$ cat src/hw/chdr_ep_params.svh
// CHDR endpoint parameters

`ifndef CHDR_EP_PARAMS_SVH
`define CHDR_EP_PARAMS_SVH

// Bus width
`define CHDR_W 64

// ----------------------------------------
// Register map
// ----------------------------------------
`define REG_EPID_SELF              16'h00
`define REG_OSTRM_CTRL_STATUS      16'h04
`define REG_OSTRM_DST_EPID         16'h08
`define REG_OSTRM_FC_FREQ_BYTES_LO 16'h0C
`define REG_OSTRM_FC_FREQ_BYTES_HI 16'h10
`define REG_OSTRM_FC_FREQ_PKTS     16'h14
`define REG_OSTRM_FC_HEADROOM      16'h18
`define REG_CNT_CTRL               16'h2C
`define REG_CNT_DATA               16'h30
`define REG_CNT_STRS               16'h34
`define REG_CNT_DROP               16'h38

// Per-lane packet counters
`define PKT_CNT_W 32

`endif

$ cat src/hw/chdr_ep_pkg.sv
// CHDR endpoint types

`include "chdr_ep_params.svh"

package chdr_ep_pkg;

  // CHDR packet types, as coded in the header
  typedef enum logic [2:0] {
    PKT_MGMT    = 3'd0,
    PKT_STRS    = 3'd1,
    PKT_STRC    = 3'd2,
    PKT_CTRL    = 3'd4,
    PKT_DATA    = 3'd6,
    PKT_DATA_TS = 3'd7
  } chdr_pkt_type_e;

  // First word of every packet
  typedef struct packed {
    logic [5:0]     vc;
    logic           eob;
    logic           eov;
    chdr_pkt_type_e pkt_type;
    logic [4:0]     num_mdata;
    logic [15:0]    seq_num;
    logic [15:0]    length;
    logic [15:0]    dst_epid;
  } chdr_header_t;

  // One bus beat
  typedef struct packed {
    logic               tlast;
    logic [`CHDR_W-1:0] tdata;
  } chdr_beat_t;

  // Destination lane of a classified packet
  typedef enum logic [1:0] {
    LANE_STRS = 2'd0,
    LANE_DATA = 2'd1,
    LANE_CTRL = 2'd2,
    LANE_DROP = 2'd3
  } chdr_lane_e;

  // ----------------------------------------
  // Control port
  // ----------------------------------------
  typedef struct packed {
    logic        wr;
    logic        rd;
    logic [15:0] addr;
    logic [31:0] data;
  } ctrlport_req_t;

  typedef struct packed {
    logic        ack;
    logic [31:0] data;
  } ctrlport_resp_t;

  // Outgoing stream configuration
  typedef struct packed {
    logic [15:0] epid_self;
    logic [15:0] dst_epid;
    logic        cfg_start;
    logic        lossy_xport;
    logic [39:0] fc_freq_bytes;
    logic [23:0] fc_freq_pkts;
    logic [15:0] headroom_bytes;
    logic [7:0]  headroom_pkts;
    logic [1:0]  spare;
  } ostrm_cfg_t;

  // One bit per lane, LSB is the stream-status lane
  typedef struct packed {
    logic drop;
    logic ctrl;
    logic data;
    logic strs;
  } lane_hit_t;

endpackage

$ cat src/hw/chdr_pkt_classifier.sv
// CHDR packet classifier

`timescale 1ns/1ps

module chdr_pkt_classifier
  import chdr_ep_pkg::*;
(
  input  logic       rfnoc_chdr_clk,
  input  logic       rfnoc_chdr_rst,
  // Incoming CHDR
  input  chdr_beat_t i_chdr,
  input  logic       i_chdr_valid,
  output logic       o_chdr_ready,
  // Lane outputs
  output chdr_beat_t o_ctrl,
  output chdr_beat_t o_data,
  output chdr_beat_t o_strs,
  output logic       o_ctrl_valid,
  output logic       o_data_valid,
  output logic       o_strs_valid,
  input  logic       i_ctrl_ready,
  input  logic       i_data_ready,
  input  logic       i_strs_ready,
  // Header counting
  output lane_hit_t  o_lane_hit
);

  function automatic chdr_lane_e lane_of(input chdr_pkt_type_e pkt_type);
    case (pkt_type)
      PKT_CTRL:                       lane_of = LANE_CTRL;
      PKT_STRC, PKT_DATA, PKT_DATA_TS: lane_of = LANE_DATA;
      PKT_STRS:                       lane_of = LANE_STRS;
      // MGMT and reserved codes
      default:                        lane_of = LANE_DROP;
    endcase
  endfunction

  chdr_header_t hdr;
  chdr_lane_e   sel_lane;
  chdr_lane_e   lane_q;
  logic         sop_q;
  logic         accept;

  // Lane registers, indexed by chdr_lane_e
  chdr_beat_t   lane_beat [3];
  logic [2:0]   lane_vld;
  logic [2:0]   lane_rdy;
  logic [2:0]   lane_free;
  logic [3:0]   lane_free_all;

  // ----------------------------------------
  // Lane selection
  // ----------------------------------------
  assign hdr      = chdr_header_t'(i_chdr.tdata);
  assign sel_lane = sop_q ? lane_of(hdr.pkt_type) : lane_q;

  assign lane_rdy      = {i_ctrl_ready, i_data_ready, i_strs_ready};
  assign lane_free     = ~lane_vld | lane_rdy;
  // Drop sink never stalls
  assign lane_free_all = {1'b1, lane_free};

  assign o_chdr_ready = lane_free_all[sel_lane];
  assign accept       = i_chdr_valid && o_chdr_ready;

  always_ff @(posedge rfnoc_chdr_clk) begin
    if (rfnoc_chdr_rst) begin
      sop_q  <= 1'b1;
      lane_q <= LANE_DROP;
    end else if (accept) begin
      sop_q <= i_chdr.tlast;
      if (sop_q) begin
        lane_q <= sel_lane;
      end
    end
  end

  assign o_lane_hit = (accept && sop_q) ? lane_hit_t'(4'b0001 << sel_lane) : '0;

  // ----------------------------------------
  // Output registers
  // ----------------------------------------
  for (genvar i = 0; i < 3; i++) begin : g_lane
    always_ff @(posedge rfnoc_chdr_clk) begin
      if (rfnoc_chdr_rst) begin
        lane_vld[i] <= 1'b0;
      end else if (accept && sel_lane == chdr_lane_e'(i)) begin
        lane_vld[i] <= 1'b1;
      end else if (lane_rdy[i]) begin
        lane_vld[i] <= 1'b0;
      end
    end

    always_ff @(posedge rfnoc_chdr_clk) begin
      if (accept && sel_lane == chdr_lane_e'(i)) begin
        lane_beat[i] <= i_chdr;
      end
    end
  end

  assign o_strs       = lane_beat[LANE_STRS];
  assign o_data       = lane_beat[LANE_DATA];
  assign o_ctrl       = lane_beat[LANE_CTRL];
  assign o_strs_valid = lane_vld[LANE_STRS];
  assign o_data_valid = lane_vld[LANE_DATA];
  assign o_ctrl_valid = lane_vld[LANE_CTRL];

endmodule

$ cat src/hw/ep_reg_file.sv
// Endpoint register file

`timescale 1ns/1ps

`include "chdr_ep_params.svh"

module ep_reg_file
  import chdr_ep_pkg::*;
(
  input  logic           rfnoc_chdr_clk,
  input  logic           rfnoc_chdr_rst,
  // Control port
  input  ctrlport_req_t  i_ctrlport_req,
  output ctrlport_resp_t o_ctrlport_resp,
  // Classified packet pulses
  input  lane_hit_t      i_lane_hit,
  // Outgoing stream configuration
  output ostrm_cfg_t     o_ostrm_cfg
);

  ostrm_cfg_t           cfg_q;
  ctrlport_resp_t       resp_q;
  logic [3:0]           hit_vec;
  logic [`PKT_CNT_W-1:0] cnt_q [4];

  // ----------------------------------------
  // Register writes
  // ----------------------------------------
  always_ff @(posedge rfnoc_chdr_clk) begin
    if (rfnoc_chdr_rst) begin
      cfg_q <= '0;
    end else begin
      // Start strobe lasts a single cycle
      cfg_q.cfg_start <= 1'b0;
      if (i_ctrlport_req.wr) begin
        case (i_ctrlport_req.addr)
          `REG_EPID_SELF: begin
            cfg_q.epid_self <= i_ctrlport_req.data[15:0];
          end
          `REG_OSTRM_CTRL_STATUS: begin
            cfg_q.cfg_start   <= i_ctrlport_req.data[0];
            cfg_q.lossy_xport <= i_ctrlport_req.data[1];
          end
          `REG_OSTRM_DST_EPID: begin
            cfg_q.dst_epid <= i_ctrlport_req.data[15:0];
          end
          `REG_OSTRM_FC_FREQ_BYTES_LO: begin
            cfg_q.fc_freq_bytes[31:0] <= i_ctrlport_req.data;
          end
          `REG_OSTRM_FC_FREQ_BYTES_HI: begin
            cfg_q.fc_freq_bytes[39:32] <= i_ctrlport_req.data[7:0];
          end
          `REG_OSTRM_FC_FREQ_PKTS: begin
            cfg_q.fc_freq_pkts <= i_ctrlport_req.data[23:0];
          end
          `REG_OSTRM_FC_HEADROOM: begin
            cfg_q.headroom_bytes <= i_ctrlport_req.data[15:0];
            cfg_q.headroom_pkts  <= i_ctrlport_req.data[23:16];
          end
          default: begin
          end
        endcase
      end
    end
  end

  assign o_ostrm_cfg = cfg_q;

  // ----------------------------------------
  // Lane packet counters
  // ----------------------------------------
  assign hit_vec = i_lane_hit;

  always_ff @(posedge rfnoc_chdr_clk) begin
    if (rfnoc_chdr_rst) begin
      for (int i = 0; i < 4; i++) begin
        cnt_q[i] <= '0;
      end
    end else begin
      for (int i = 0; i < 4; i++) begin
        // Wraps at full scale
        if (hit_vec[i]) begin
          cnt_q[i] <= cnt_q[i] + 1'b1;
        end
      end
    end
  end

  // ----------------------------------------
  // Read data and ack
  // ----------------------------------------
  always_ff @(posedge rfnoc_chdr_clk) begin
    if (rfnoc_chdr_rst) begin
      resp_q <= '0;
    end else begin
      resp_q.ack <= i_ctrlport_req.wr | i_ctrlport_req.rd;
      if (i_ctrlport_req.rd) begin
        case (i_ctrlport_req.addr)
          `REG_EPID_SELF:         resp_q.data <= {16'h0, cfg_q.epid_self};
          `REG_OSTRM_CTRL_STATUS: resp_q.data <= {30'h0, cfg_q.lossy_xport, 1'b0};
          `REG_CNT_CTRL:          resp_q.data <= cnt_q[LANE_CTRL];
          `REG_CNT_DATA:          resp_q.data <= cnt_q[LANE_DATA];
          `REG_CNT_STRS:          resp_q.data <= cnt_q[LANE_STRS];
          `REG_CNT_DROP:          resp_q.data <= cnt_q[LANE_DROP];
          // Write-only and unmapped addresses
          default:                resp_q.data <= 32'h0;
        endcase
      end
    end
  end

  assign o_ctrlport_resp = resp_q;

endmodule

$ cat src/hw/chdr_out_arbiter.sv
// CHDR return-lane arbiter

`timescale 1ns/1ps

module chdr_out_arbiter
  import chdr_ep_pkg::*;
(
  input  logic       rfnoc_chdr_clk,
  input  logic       rfnoc_chdr_rst,
  // Return lanes
  input  chdr_beat_t i_ctrl_ret,
  input  logic       i_ctrl_ret_valid,
  output logic       o_ctrl_ret_ready,
  input  chdr_beat_t i_strs_ret,
  input  logic       i_strs_ret_valid,
  output logic       o_strs_ret_ready,
  input  chdr_beat_t i_data_ret,
  input  logic       i_data_ret_valid,
  output logic       o_data_ret_ready,
  // Outgoing CHDR
  output chdr_beat_t o_chdr_out,
  output logic       o_chdr_out_valid,
  input  logic       i_chdr_out_ready
);

  // Inputs in priority order, 0 is highest
  chdr_beat_t beat_in [3];
  logic [2:0] in_vld;
  logic [2:0] in_rdy;

  logic [1:0] grant_q;
  logic       in_pkt_q;
  logic [1:0] pri_pick;
  logic [1:0] sel;
  logic       out_free;
  logic       take;

  chdr_beat_t out_beat_q;
  logic       out_vld_q;

  assign beat_in[0] = i_ctrl_ret;
  assign beat_in[1] = i_strs_ret;
  assign beat_in[2] = i_data_ret;
  assign in_vld     = {i_data_ret_valid, i_strs_ret_valid, i_ctrl_ret_valid};

  // ----------------------------------------
  // Grant selection
  // ----------------------------------------
  always_comb begin
    if (in_vld[0]) begin
      pri_pick = 2'd0;
    end else if (in_vld[1]) begin
      pri_pick = 2'd1;
    end else begin
      pri_pick = 2'd2;
    end
  end

  // Priority only applies between packets
  assign sel      = in_pkt_q ? grant_q : pri_pick;
  assign out_free = !out_vld_q || i_chdr_out_ready;
  assign take     = in_vld[sel] && out_free;

  for (genvar i = 0; i < 3; i++) begin : g_rdy
    assign in_rdy[i] = out_free && (sel == 2'(i));
  end

  assign o_ctrl_ret_ready = in_rdy[0];
  assign o_strs_ret_ready = in_rdy[1];
  assign o_data_ret_ready = in_rdy[2];

  always_ff @(posedge rfnoc_chdr_clk) begin
    if (rfnoc_chdr_rst) begin
      grant_q  <= 2'd0;
      in_pkt_q <= 1'b0;
    end else if (take) begin
      grant_q  <= sel;
      in_pkt_q <= !beat_in[sel].tlast;
    end
  end

  // ----------------------------------------
  // Output register
  // ----------------------------------------
  always_ff @(posedge rfnoc_chdr_clk) begin
    if (rfnoc_chdr_rst) begin
      out_vld_q <= 1'b0;
    end else if (take) begin
      out_vld_q <= 1'b1;
    end else if (i_chdr_out_ready) begin
      out_vld_q <= 1'b0;
    end
  end

  always_ff @(posedge rfnoc_chdr_clk) begin
    if (take) begin
      out_beat_q <= beat_in[sel];
    end
  end

  assign o_chdr_out       = out_beat_q;
  assign o_chdr_out_valid = out_vld_q;

endmodule

$ cat src/hw/chdr_stream_ep.sv
// CHDR stream endpoint top level

`timescale 1ns/1ps

module chdr_stream_ep
  import chdr_ep_pkg::*;
(
  input  logic           rfnoc_chdr_clk,
  input  logic           rfnoc_chdr_rst,
  // Incoming CHDR
  input  chdr_beat_t     i_chdr,
  input  logic           i_chdr_valid,
  output logic           o_chdr_ready,
  // Classified lanes
  output chdr_beat_t     o_ctrl,
  output logic           o_ctrl_valid,
  input  logic           i_ctrl_ready,
  output chdr_beat_t     o_data,
  output logic           o_data_valid,
  input  logic           i_data_ready,
  output chdr_beat_t     o_strs,
  output logic           o_strs_valid,
  input  logic           i_strs_ready,
  // Return lanes
  input  chdr_beat_t     i_ctrl_ret,
  input  logic           i_ctrl_ret_valid,
  output logic           o_ctrl_ret_ready,
  input  chdr_beat_t     i_strs_ret,
  input  logic           i_strs_ret_valid,
  output logic           o_strs_ret_ready,
  input  chdr_beat_t     i_data_ret,
  input  logic           i_data_ret_valid,
  output logic           o_data_ret_ready,
  // Outgoing CHDR
  output chdr_beat_t     o_chdr_out,
  output logic           o_chdr_out_valid,
  input  logic           i_chdr_out_ready,
  // Control port and configuration
  input  ctrlport_req_t  i_ctrlport_req,
  output ctrlport_resp_t o_ctrlport_resp,
  output ostrm_cfg_t     o_ostrm_cfg
);

  lane_hit_t lane_hit;

  // ----------------------------------------
  // Ingress
  // ----------------------------------------
  chdr_pkt_classifier u_classifier (
    .rfnoc_chdr_clk (rfnoc_chdr_clk),
    .rfnoc_chdr_rst (rfnoc_chdr_rst),
    .i_chdr         (i_chdr),
    .i_chdr_valid   (i_chdr_valid),
    .o_chdr_ready   (o_chdr_ready),
    .o_ctrl         (o_ctrl),
    .o_data         (o_data),
    .o_strs         (o_strs),
    .o_ctrl_valid   (o_ctrl_valid),
    .o_data_valid   (o_data_valid),
    .o_strs_valid   (o_strs_valid),
    .i_ctrl_ready   (i_ctrl_ready),
    .i_data_ready   (i_data_ready),
    .i_strs_ready   (i_strs_ready),
    .o_lane_hit     (lane_hit)
  );

  ep_reg_file u_reg_file (
    .rfnoc_chdr_clk  (rfnoc_chdr_clk),
    .rfnoc_chdr_rst  (rfnoc_chdr_rst),
    .i_ctrlport_req  (i_ctrlport_req),
    .o_ctrlport_resp (o_ctrlport_resp),
    .i_lane_hit      (lane_hit),
    .o_ostrm_cfg     (o_ostrm_cfg)
  );

  // ----------------------------------------
  // Egress
  // ----------------------------------------
  chdr_out_arbiter u_arbiter (
    .rfnoc_chdr_clk   (rfnoc_chdr_clk),
    .rfnoc_chdr_rst   (rfnoc_chdr_rst),
    .i_ctrl_ret       (i_ctrl_ret),
    .i_ctrl_ret_valid (i_ctrl_ret_valid),
    .o_ctrl_ret_ready (o_ctrl_ret_ready),
    .i_strs_ret       (i_strs_ret),
    .i_strs_ret_valid (i_strs_ret_valid),
    .o_strs_ret_ready (o_strs_ret_ready),
    .i_data_ret       (i_data_ret),
    .i_data_ret_valid (i_data_ret_valid),
    .o_data_ret_ready (o_data_ret_ready),
    .o_chdr_out       (o_chdr_out),
    .o_chdr_out_valid (o_chdr_out_valid),
    .i_chdr_out_ready (i_chdr_out_ready)
  );

endmodule

$ cat config.mk
export PLATFORM = sky130hd
export DESIGN_NAME = chdr_stream_ep
export DESIGN_NICKNAME = d
export VERILOG_FILES = /design/src/hw/chdr_ep_pkg.sv /design/src/hw/chdr_pkt_classifier.sv /design/src/hw/ep_reg_file.sv /design/src/hw/chdr_out_arbiter.sv /design/src/hw/chdr_stream_ep.sv
export VERILOG_INCLUDE_DIRS = /design/src /design/src/hw
export SDC_FILE = /design/constraint.sdc
export NUM_CORES = 1
export LEC_CHECK = 0
export BUFFER_PORTS_ARGS = -buffer_cell sky130_fd_sc_hd__buf_2
export CAP_MARGIN = 5
export CORE_AREA = 2 2 288 290
export CTS_CLUSTER_DIAMETER = 80
export DETAILED_ROUTE_END_ITERATION = 8
export DIE_AREA = 0 0 290 292
export PLACE_DENSITY_LB_ADDON = 0.25
export SKIP_CTS_REPAIR_TIMING = 1
export SYNTH_ARGS = -nofsm -noshare
export SYNTH_HDL_FRONTEND = slang
export SYNTH_HIERARCHICAL = 1
export SYNTH_SLANG_ARGS = --single-unit
$ cat constraint.sdc
create_clock -name rfnoc_chdr_clk -period 10.3 [get_ports rfnoc_chdr_clk]
set_clock_uncertainty 0.15 [all_clocks]
set_input_delay 1.03 -clock rfnoc_chdr_clk [delete_from_list [all_inputs] [get_ports rfnoc_chdr_clk]]
set_output_delay 1.03 -clock rfnoc_chdr_clk [all_outputs]
set_load 0.01 [all_outputs]
**Word level (Yosys, flattened, before mapping)**

Memory sizes are Yosys's and may differ from the RTL's.
Cells that the tools add are included.

- Register bits: 230
- Latch bits: 0
- Memories: 2
- ROM bits: 0
- Memory bits (writable): 323

Memories:

| memory | depth | bits a word | rd ports | clocked after memory_dff | wr ports | RTL line | source |
|---|---|---|---|---|---|---|---|
| u_classifier.lane_beat | 3 | 65 | 3 | 0 | 1 | chdr_pkt_classifier.sv:45 | `chdr_beat_t lane_beat [3];` |
| u_reg_file.cnt_q | 4 | 32 | 4 | 0 | 4 | ep_reg_file.sv:24 | `` logic [`PKT_CNT_W-1:0] cnt_q [4]; `` |

- Shifts and indexed selects: 1
- Mux-type cells: 52
- Order comparisons: 3
- Equal/unequal tests: 19
- Multiply operators: 0
- Divide/modulo/power cells: 0
- Bitwise gates (word level): 10
- Add/sub/neg operators: 4
- Reduce and logical (&&, ||, !) cells: 31

Operator list:

| operator | count |
|---|---|
| two-way mux 65 bit | 4 |
| case mux 32 bit (6 select lines) | 1 |
| binary-select mux 65 bit (select 2 bit) | 1 |
| OR reduction 65 bit | 2 |
| adder 32 x 1 -> 32 bit (second input constant) | 4 |
| two-way mux 32 bit | 4 |
| == test 16 x 6 -> 1 bit (second input constant) | 4 |
| == test 16 x 5 -> 1 bit (second input constant) | 3 |
| == test 16 x 4 -> 1 bit (second input constant) | 2 |
| two-way mux 1 bit | 32 |
| == test 16 x 3 -> 1 bit (second input constant) | 1 |
| zero test 16 bit | 1 |
| AND reduction 2 bit | 8 |
| two-way mux 2 bit | 6 |
| == test 3 bit (second input constant) | 3 |
| logical AND 1 bit | 9 |
| nonzero test 2 bit | 4 |
| less-than comparator 2 x 3 -> 1 bit (second input constant) | 2 |
| case mux 2 bit (3 select lines) | 1 |
| OR reduction 3 bit | 2 |
| OR 1 bit | 5 |
| binary-select mux 1 bit (select 2 bit) | 2 |
| == test 2 x 1 -> 1 bit (second input constant) | 2 |
| == test 2 bit (second input constant) | 2 |
| other kinds (12) | 15 |

**Longest topological paths before layout**

- Depth after elaboration: 13
- Depth in mapped cells: 8

**Hierarchy**

Netlist, hierarchy kept.

By module, submodules not included:

| module | area an instance (um^2) | instances | cells an instance |
|---|---|---|---|
| ep_reg_file | 13158.9 | 1 | 1368 |
| chdr_pkt_classifier | 6313.6 | 1 | 246 |
| chdr_out_arbiter | 3298.2 | 1 | 255 |

**Least setup slack after synthesis**

OpenSTA, ideal clock, no wires.

- Kind: input -> register
- Start point: input i_chdr_out_ready
- End point: register u_arbiter.out_beat_q (netlist bit u_arbiter/o_chdr_out[0]), enable pin
- Stages: 3
- Setup slack: 5046 ps
- Required time: 9640 ps
- Arrival: 4594 ps
- Cell sequence: nor2b_1 -> or2_2 -> a21oi_1

- Longest elaborated chain between the ends: 2

RTL lines:

| element | RTL line | source |
|---|---|---|
| from (decl) | chdr_stream_ep.sv:37 | `input logic i_chdr_out_ready,` |
| logical OR 1 bit | chdr_out_arbiter.sv:61 | `assign out_free = !out_vld_q \|\| i_chdr_out_ready;` |
| logical AND 1 bit | chdr_out_arbiter.sv:62 | `assign take = in_vld[sel] && out_free;` |
| net u_arbiter.take | chdr_out_arbiter.sv:36 | `logic take;` |
| to (signal assigned) | chdr_out_arbiter.sv:97 | `out_beat_q <= beat_in[sel];` |
| to (decl) | chdr_out_arbiter.sv:38 | `chdr_beat_t out_beat_q;` |

The timed path passes the listed nets, and every way through them passes these cells.
A chain may end at the register's enable or synchronous reset.

**Worst setup path in the final report**

- Start point: input i_ctrl_ret_valid
- End point: output o_strs_ret_ready

- Longest elaborated chain between the ends: 4

RTL lines:

| element | RTL line | source |
|---|---|---|
| from (decl) | chdr_stream_ep.sv:26 | `input logic i_ctrl_ret_valid,` |
| two-way mux 2 bit | chdr_out_arbiter.sv:50 | `if (in_vld[0]) begin` |
| two-way mux 2 bit | chdr_out_arbiter.sv:60 | `assign sel = in_pkt_q ? grant_q : pri_pick;` |
| == test 2 x 1 -> 1 bit | chdr_out_arbiter.sv:65 | `assign in_rdy[i] = out_free && (sel == 2'(i));` |
| logical AND 1 bit | chdr_out_arbiter.sv:65 |  |
| to (decl) | chdr_stream_ep.sv:30 | `output logic o_strs_ret_ready,` |

No other way between the ends.

==> impl_results.md <==
- IO Port Bufs: 742
- Crit Path Category: in -> out
- HP Class: reg -> reg
- Initial antenna violation count: 12
- Post-synthesis sequential area ratio: 65.7%
- Hold slack: 300 ps
- Num CTS Buffers: 67
- Pin count of the biggest net entering global routing: 91
- Final Hold Fails: 0
- Fraction of registers with async set/reset: 0%
- Main combinational cell family by area after synthesis: simple AND/OR/NAND/NOR gates
- Gr usage total: 19.6%
- Synth unique cells: 74
- Total power: 5.30 mW
- Most frequent cells in the layout: buf_2, edfxtp_1, nand2_1, nor2_1, dfxtp_1
- Initial core utilization: 27.9%
- Pwr dens: 179 nW/um2
- Kind of end point of the critical path: output pin
- Via count: 18400
- Dpl hpwl: 66500 um
- Slowest stage delay, CP: 550 ps
- Wirelength, routed: 86900 um
- Crit start category: primary input
- Chip width: 290 um
- Synthesis warning total: 6
- Clock Latency Late Sink: 600 ps
- Status: finished with violations
- Vias per inst: 4.95
- XOR/XNOR share of the synthesized area: 4.31%
- Syn-to-layout area delta: 30.2%
- CTS max path bufs: 3
- RSZ-0062 raised after global routing: false
- TritonCTS clock tree: done
- Die area: 84700 um2
- Most common cell after layout, fill and taps aside: buf_2
- GR Overflow Total: 0
- Clock slew seen by the registers of the worst setup and hold paths: 50 ps
- Final core occ: 36.3%
- Syn avg cell area: 12.2 um2
- IO Pins: 745
- Slowest-stage cell, CP: buf_4
- Core Rows: 105
- EDFF count, synth: 388
- Synth Cell Area: 22800 um2
- Post-Synth Adder-Cell Area: 0.220%
- Die height: 292 um
- First-pass DRT Iterations: 9
- DRC: 9
- Synth Instances: 1869
- Vias in the first global route: 17500
- Placer Congestion: 0.939
- Bufs and invs on worst path: 3
- CTS H-tree lvls: 3
- Synth Register Bits: 553
- Fmax: 275 MHz
- Fill cells: 8046
- Number of DRC markers in iteration 0: 2057
- Final #Nets: 2918
- Leak: 11.5 nW
- CP arrival: 2460 ps
- Min Tclk post-route: 3640 ps
- Post-synthesis mux area share: 2.85%
- Setup tns final: 0 ps
- Simple-gate area share of the yosys netlist: 14.0%
- Top_reg_cell synth: edfxtp_1
- Global-route wire length before repair: 123000 um
- Post-route clock period utilization: 35.4%
- Max Cap Viol: 0
- Worst slew margin: 14.7%
- Critical path, cell by cell: buf_2, nand2b_1, o21ai_4, buf_4, nor2b_1, buf_2
- Failing checks: DRC
- CTS Root Cell: clkbuf_16
- Final Max Slew Viols: 0
- Compound-Gate Fraction of Synth Area: 9.21%
- Final setup viols: 0
- Share of post-route cells with drive strength above 1: 34.2%
- Antenna-violating nets left: 0
- Peak VDD IR: 104 uV
- Critical Path RT: 9120 ps
- Least-Margin Pin Slew: 1280 ps
- Clock sinks: 553
- Avg WL per Cell: 23.3 um
- Core Area: 81600 um2
- Critical path fanouts, max: 65
- Most used cell along the critical path: buf_2
- Cell family with most CP delay: buffers and inverters
## state kept, by name, indices dropped and copies added (netlist names)
signal,flops
u_arbiter/grant_q,2
u_arbiter/in_pkt_q,1
u_arbiter/o_chdr_out,65
u_arbiter/o_chdr_out_valid,1
u_classifier/lane_beat,195
u_classifier/lane_q,2
u_classifier/o_ctrl_valid,1
u_classifier/o_data_valid,1
u_classifier/o_strs_valid,1
u_classifier/sop_q,1
u_reg_file/cnt_q,128
u_reg_file/o_ctrlport_resp,33
u_reg_file/o_ostrm_cfg,122
## layout make-up
class                      count  area, um2  share of cell area, %
sequential                   553      15000                   50.4
multi-input combinational   1136       7040                   23.7
timing repair buffer         763       3890                   13.1
clock buffer                  93       1880                   6.33
tap                         1070       1340                   4.51
inverter                      73        274                  0.924
clock inverter                28        262                  0.882
antenna                        8       20.0                 0.0675
## worst reg2reg max path: stages (launching register included)
cell      delay [ps]
dfxtp_1          380
and4bb_1         270
o21bai_4         200
nand3_1          230
nor2_1           240
nand2b_1         660
or4_1            740
nand2_1           80
## per-layer routing
layer	vias to the layer above	track usage [%]	part of all wire, %
met4	2	6.39	3.0
met1	9048	25.0	41
li1	8330	-	-
met2	917	32.3	48
met3	151	5.23	8.6
met5	-	0	0.015
## where the power goes
group	leakage [nW]	switching, mW	internal, mW	total (mW)
clock network	1.04	0.977	1.30	2.28
registers	5.10	0.0645	2.51	2.57
logic	5.35	0.288	0.161	0.449
## cell usage after synthesis, types with 12 or more instances
master / n / share of area, %
nand3_1: 48 / 1.1
a21oi_1: 90 / 2.0
nor2_1: 192 / 3.2
edfxtp_1: 388 / 51
o2bb2ai_1: 14 / 0.54
mux2i_1: 60 / 2.6
nor4_1: 12 / 0.33
xnor2_1: 27 / 1.0
xor2_1: 85 / 3.3
inv_1: 73 / 1.2
o21ai_0: 20 / 0.44
nor3_1: 17 / 0.37
and2_1: 12 / 0.33
o21ai_1: 24 / 0.53
buf_2: 17 / 0.37
and4_1: 14 / 0.54
clkbuf_1: 64 / 1.1
nand2_1: 244 / 4.0
and3_1: 13 / 0.36
dfxtp_1: 165 / 15
a222oi_1: 64 / 2.8
a22o_1: 16 / 0.62
nand4_1: 48 / 1.3
a221oi_1: 31 / 1.2
## logic make-up (layout without fill, tap and decap cells)
group	after synthesis	count (layout)
AO/OA/AOI/OAI	284	284
XOR/XNOR	112	112
adder cells (fa/ha/maj)	4	4
AND/OR/NAND/NOR	670	670
buffers and inverters	181	957
flip-flops	553	553
other	1	10
multiplexers	64	64
## final timing paths
kind | cells after the start | slack [ps] | from | endpoint
worst max-delay path | 6 | 6660 | i_ctrl_ret_valid | o_strs_ret_ready
worst max register to register | 7 | 7210 | u_classifier/sop_q$_SDFFE_PP1P_ | u_reg_file/cnt_q[0][57]$_SDFFCE_PN0P_
worst min-delay path | 2 | 300 | u_reg_file/o_ctrlport_resp[25]$_SDFFE_PP0P_ | u_reg_file/o_ctrlport_resp[25]$_SDFFE_PP0P_
worst min register to register | 2 | 300 | u_reg_file/o_ctrlport_resp[25]$_SDFFE_PP0P_ | u_reg_file/o_ctrlport_resp[25]$_SDFFE_PP0P_
## through the flow
step / setup WS [ps] / instances / cell area (um2)
after global placement: 6420 / 3594 / 27500
final: 6660 / 3724 / 29700
after global routing: 6460 / 3721 / 29600
after floorplan: 5050 / 1870 / 22800
after CTS: 6580 / 3715 / 29600
after detailed placement: 6320 / 3594 / 27500
(Power assumes the default switching activity.)
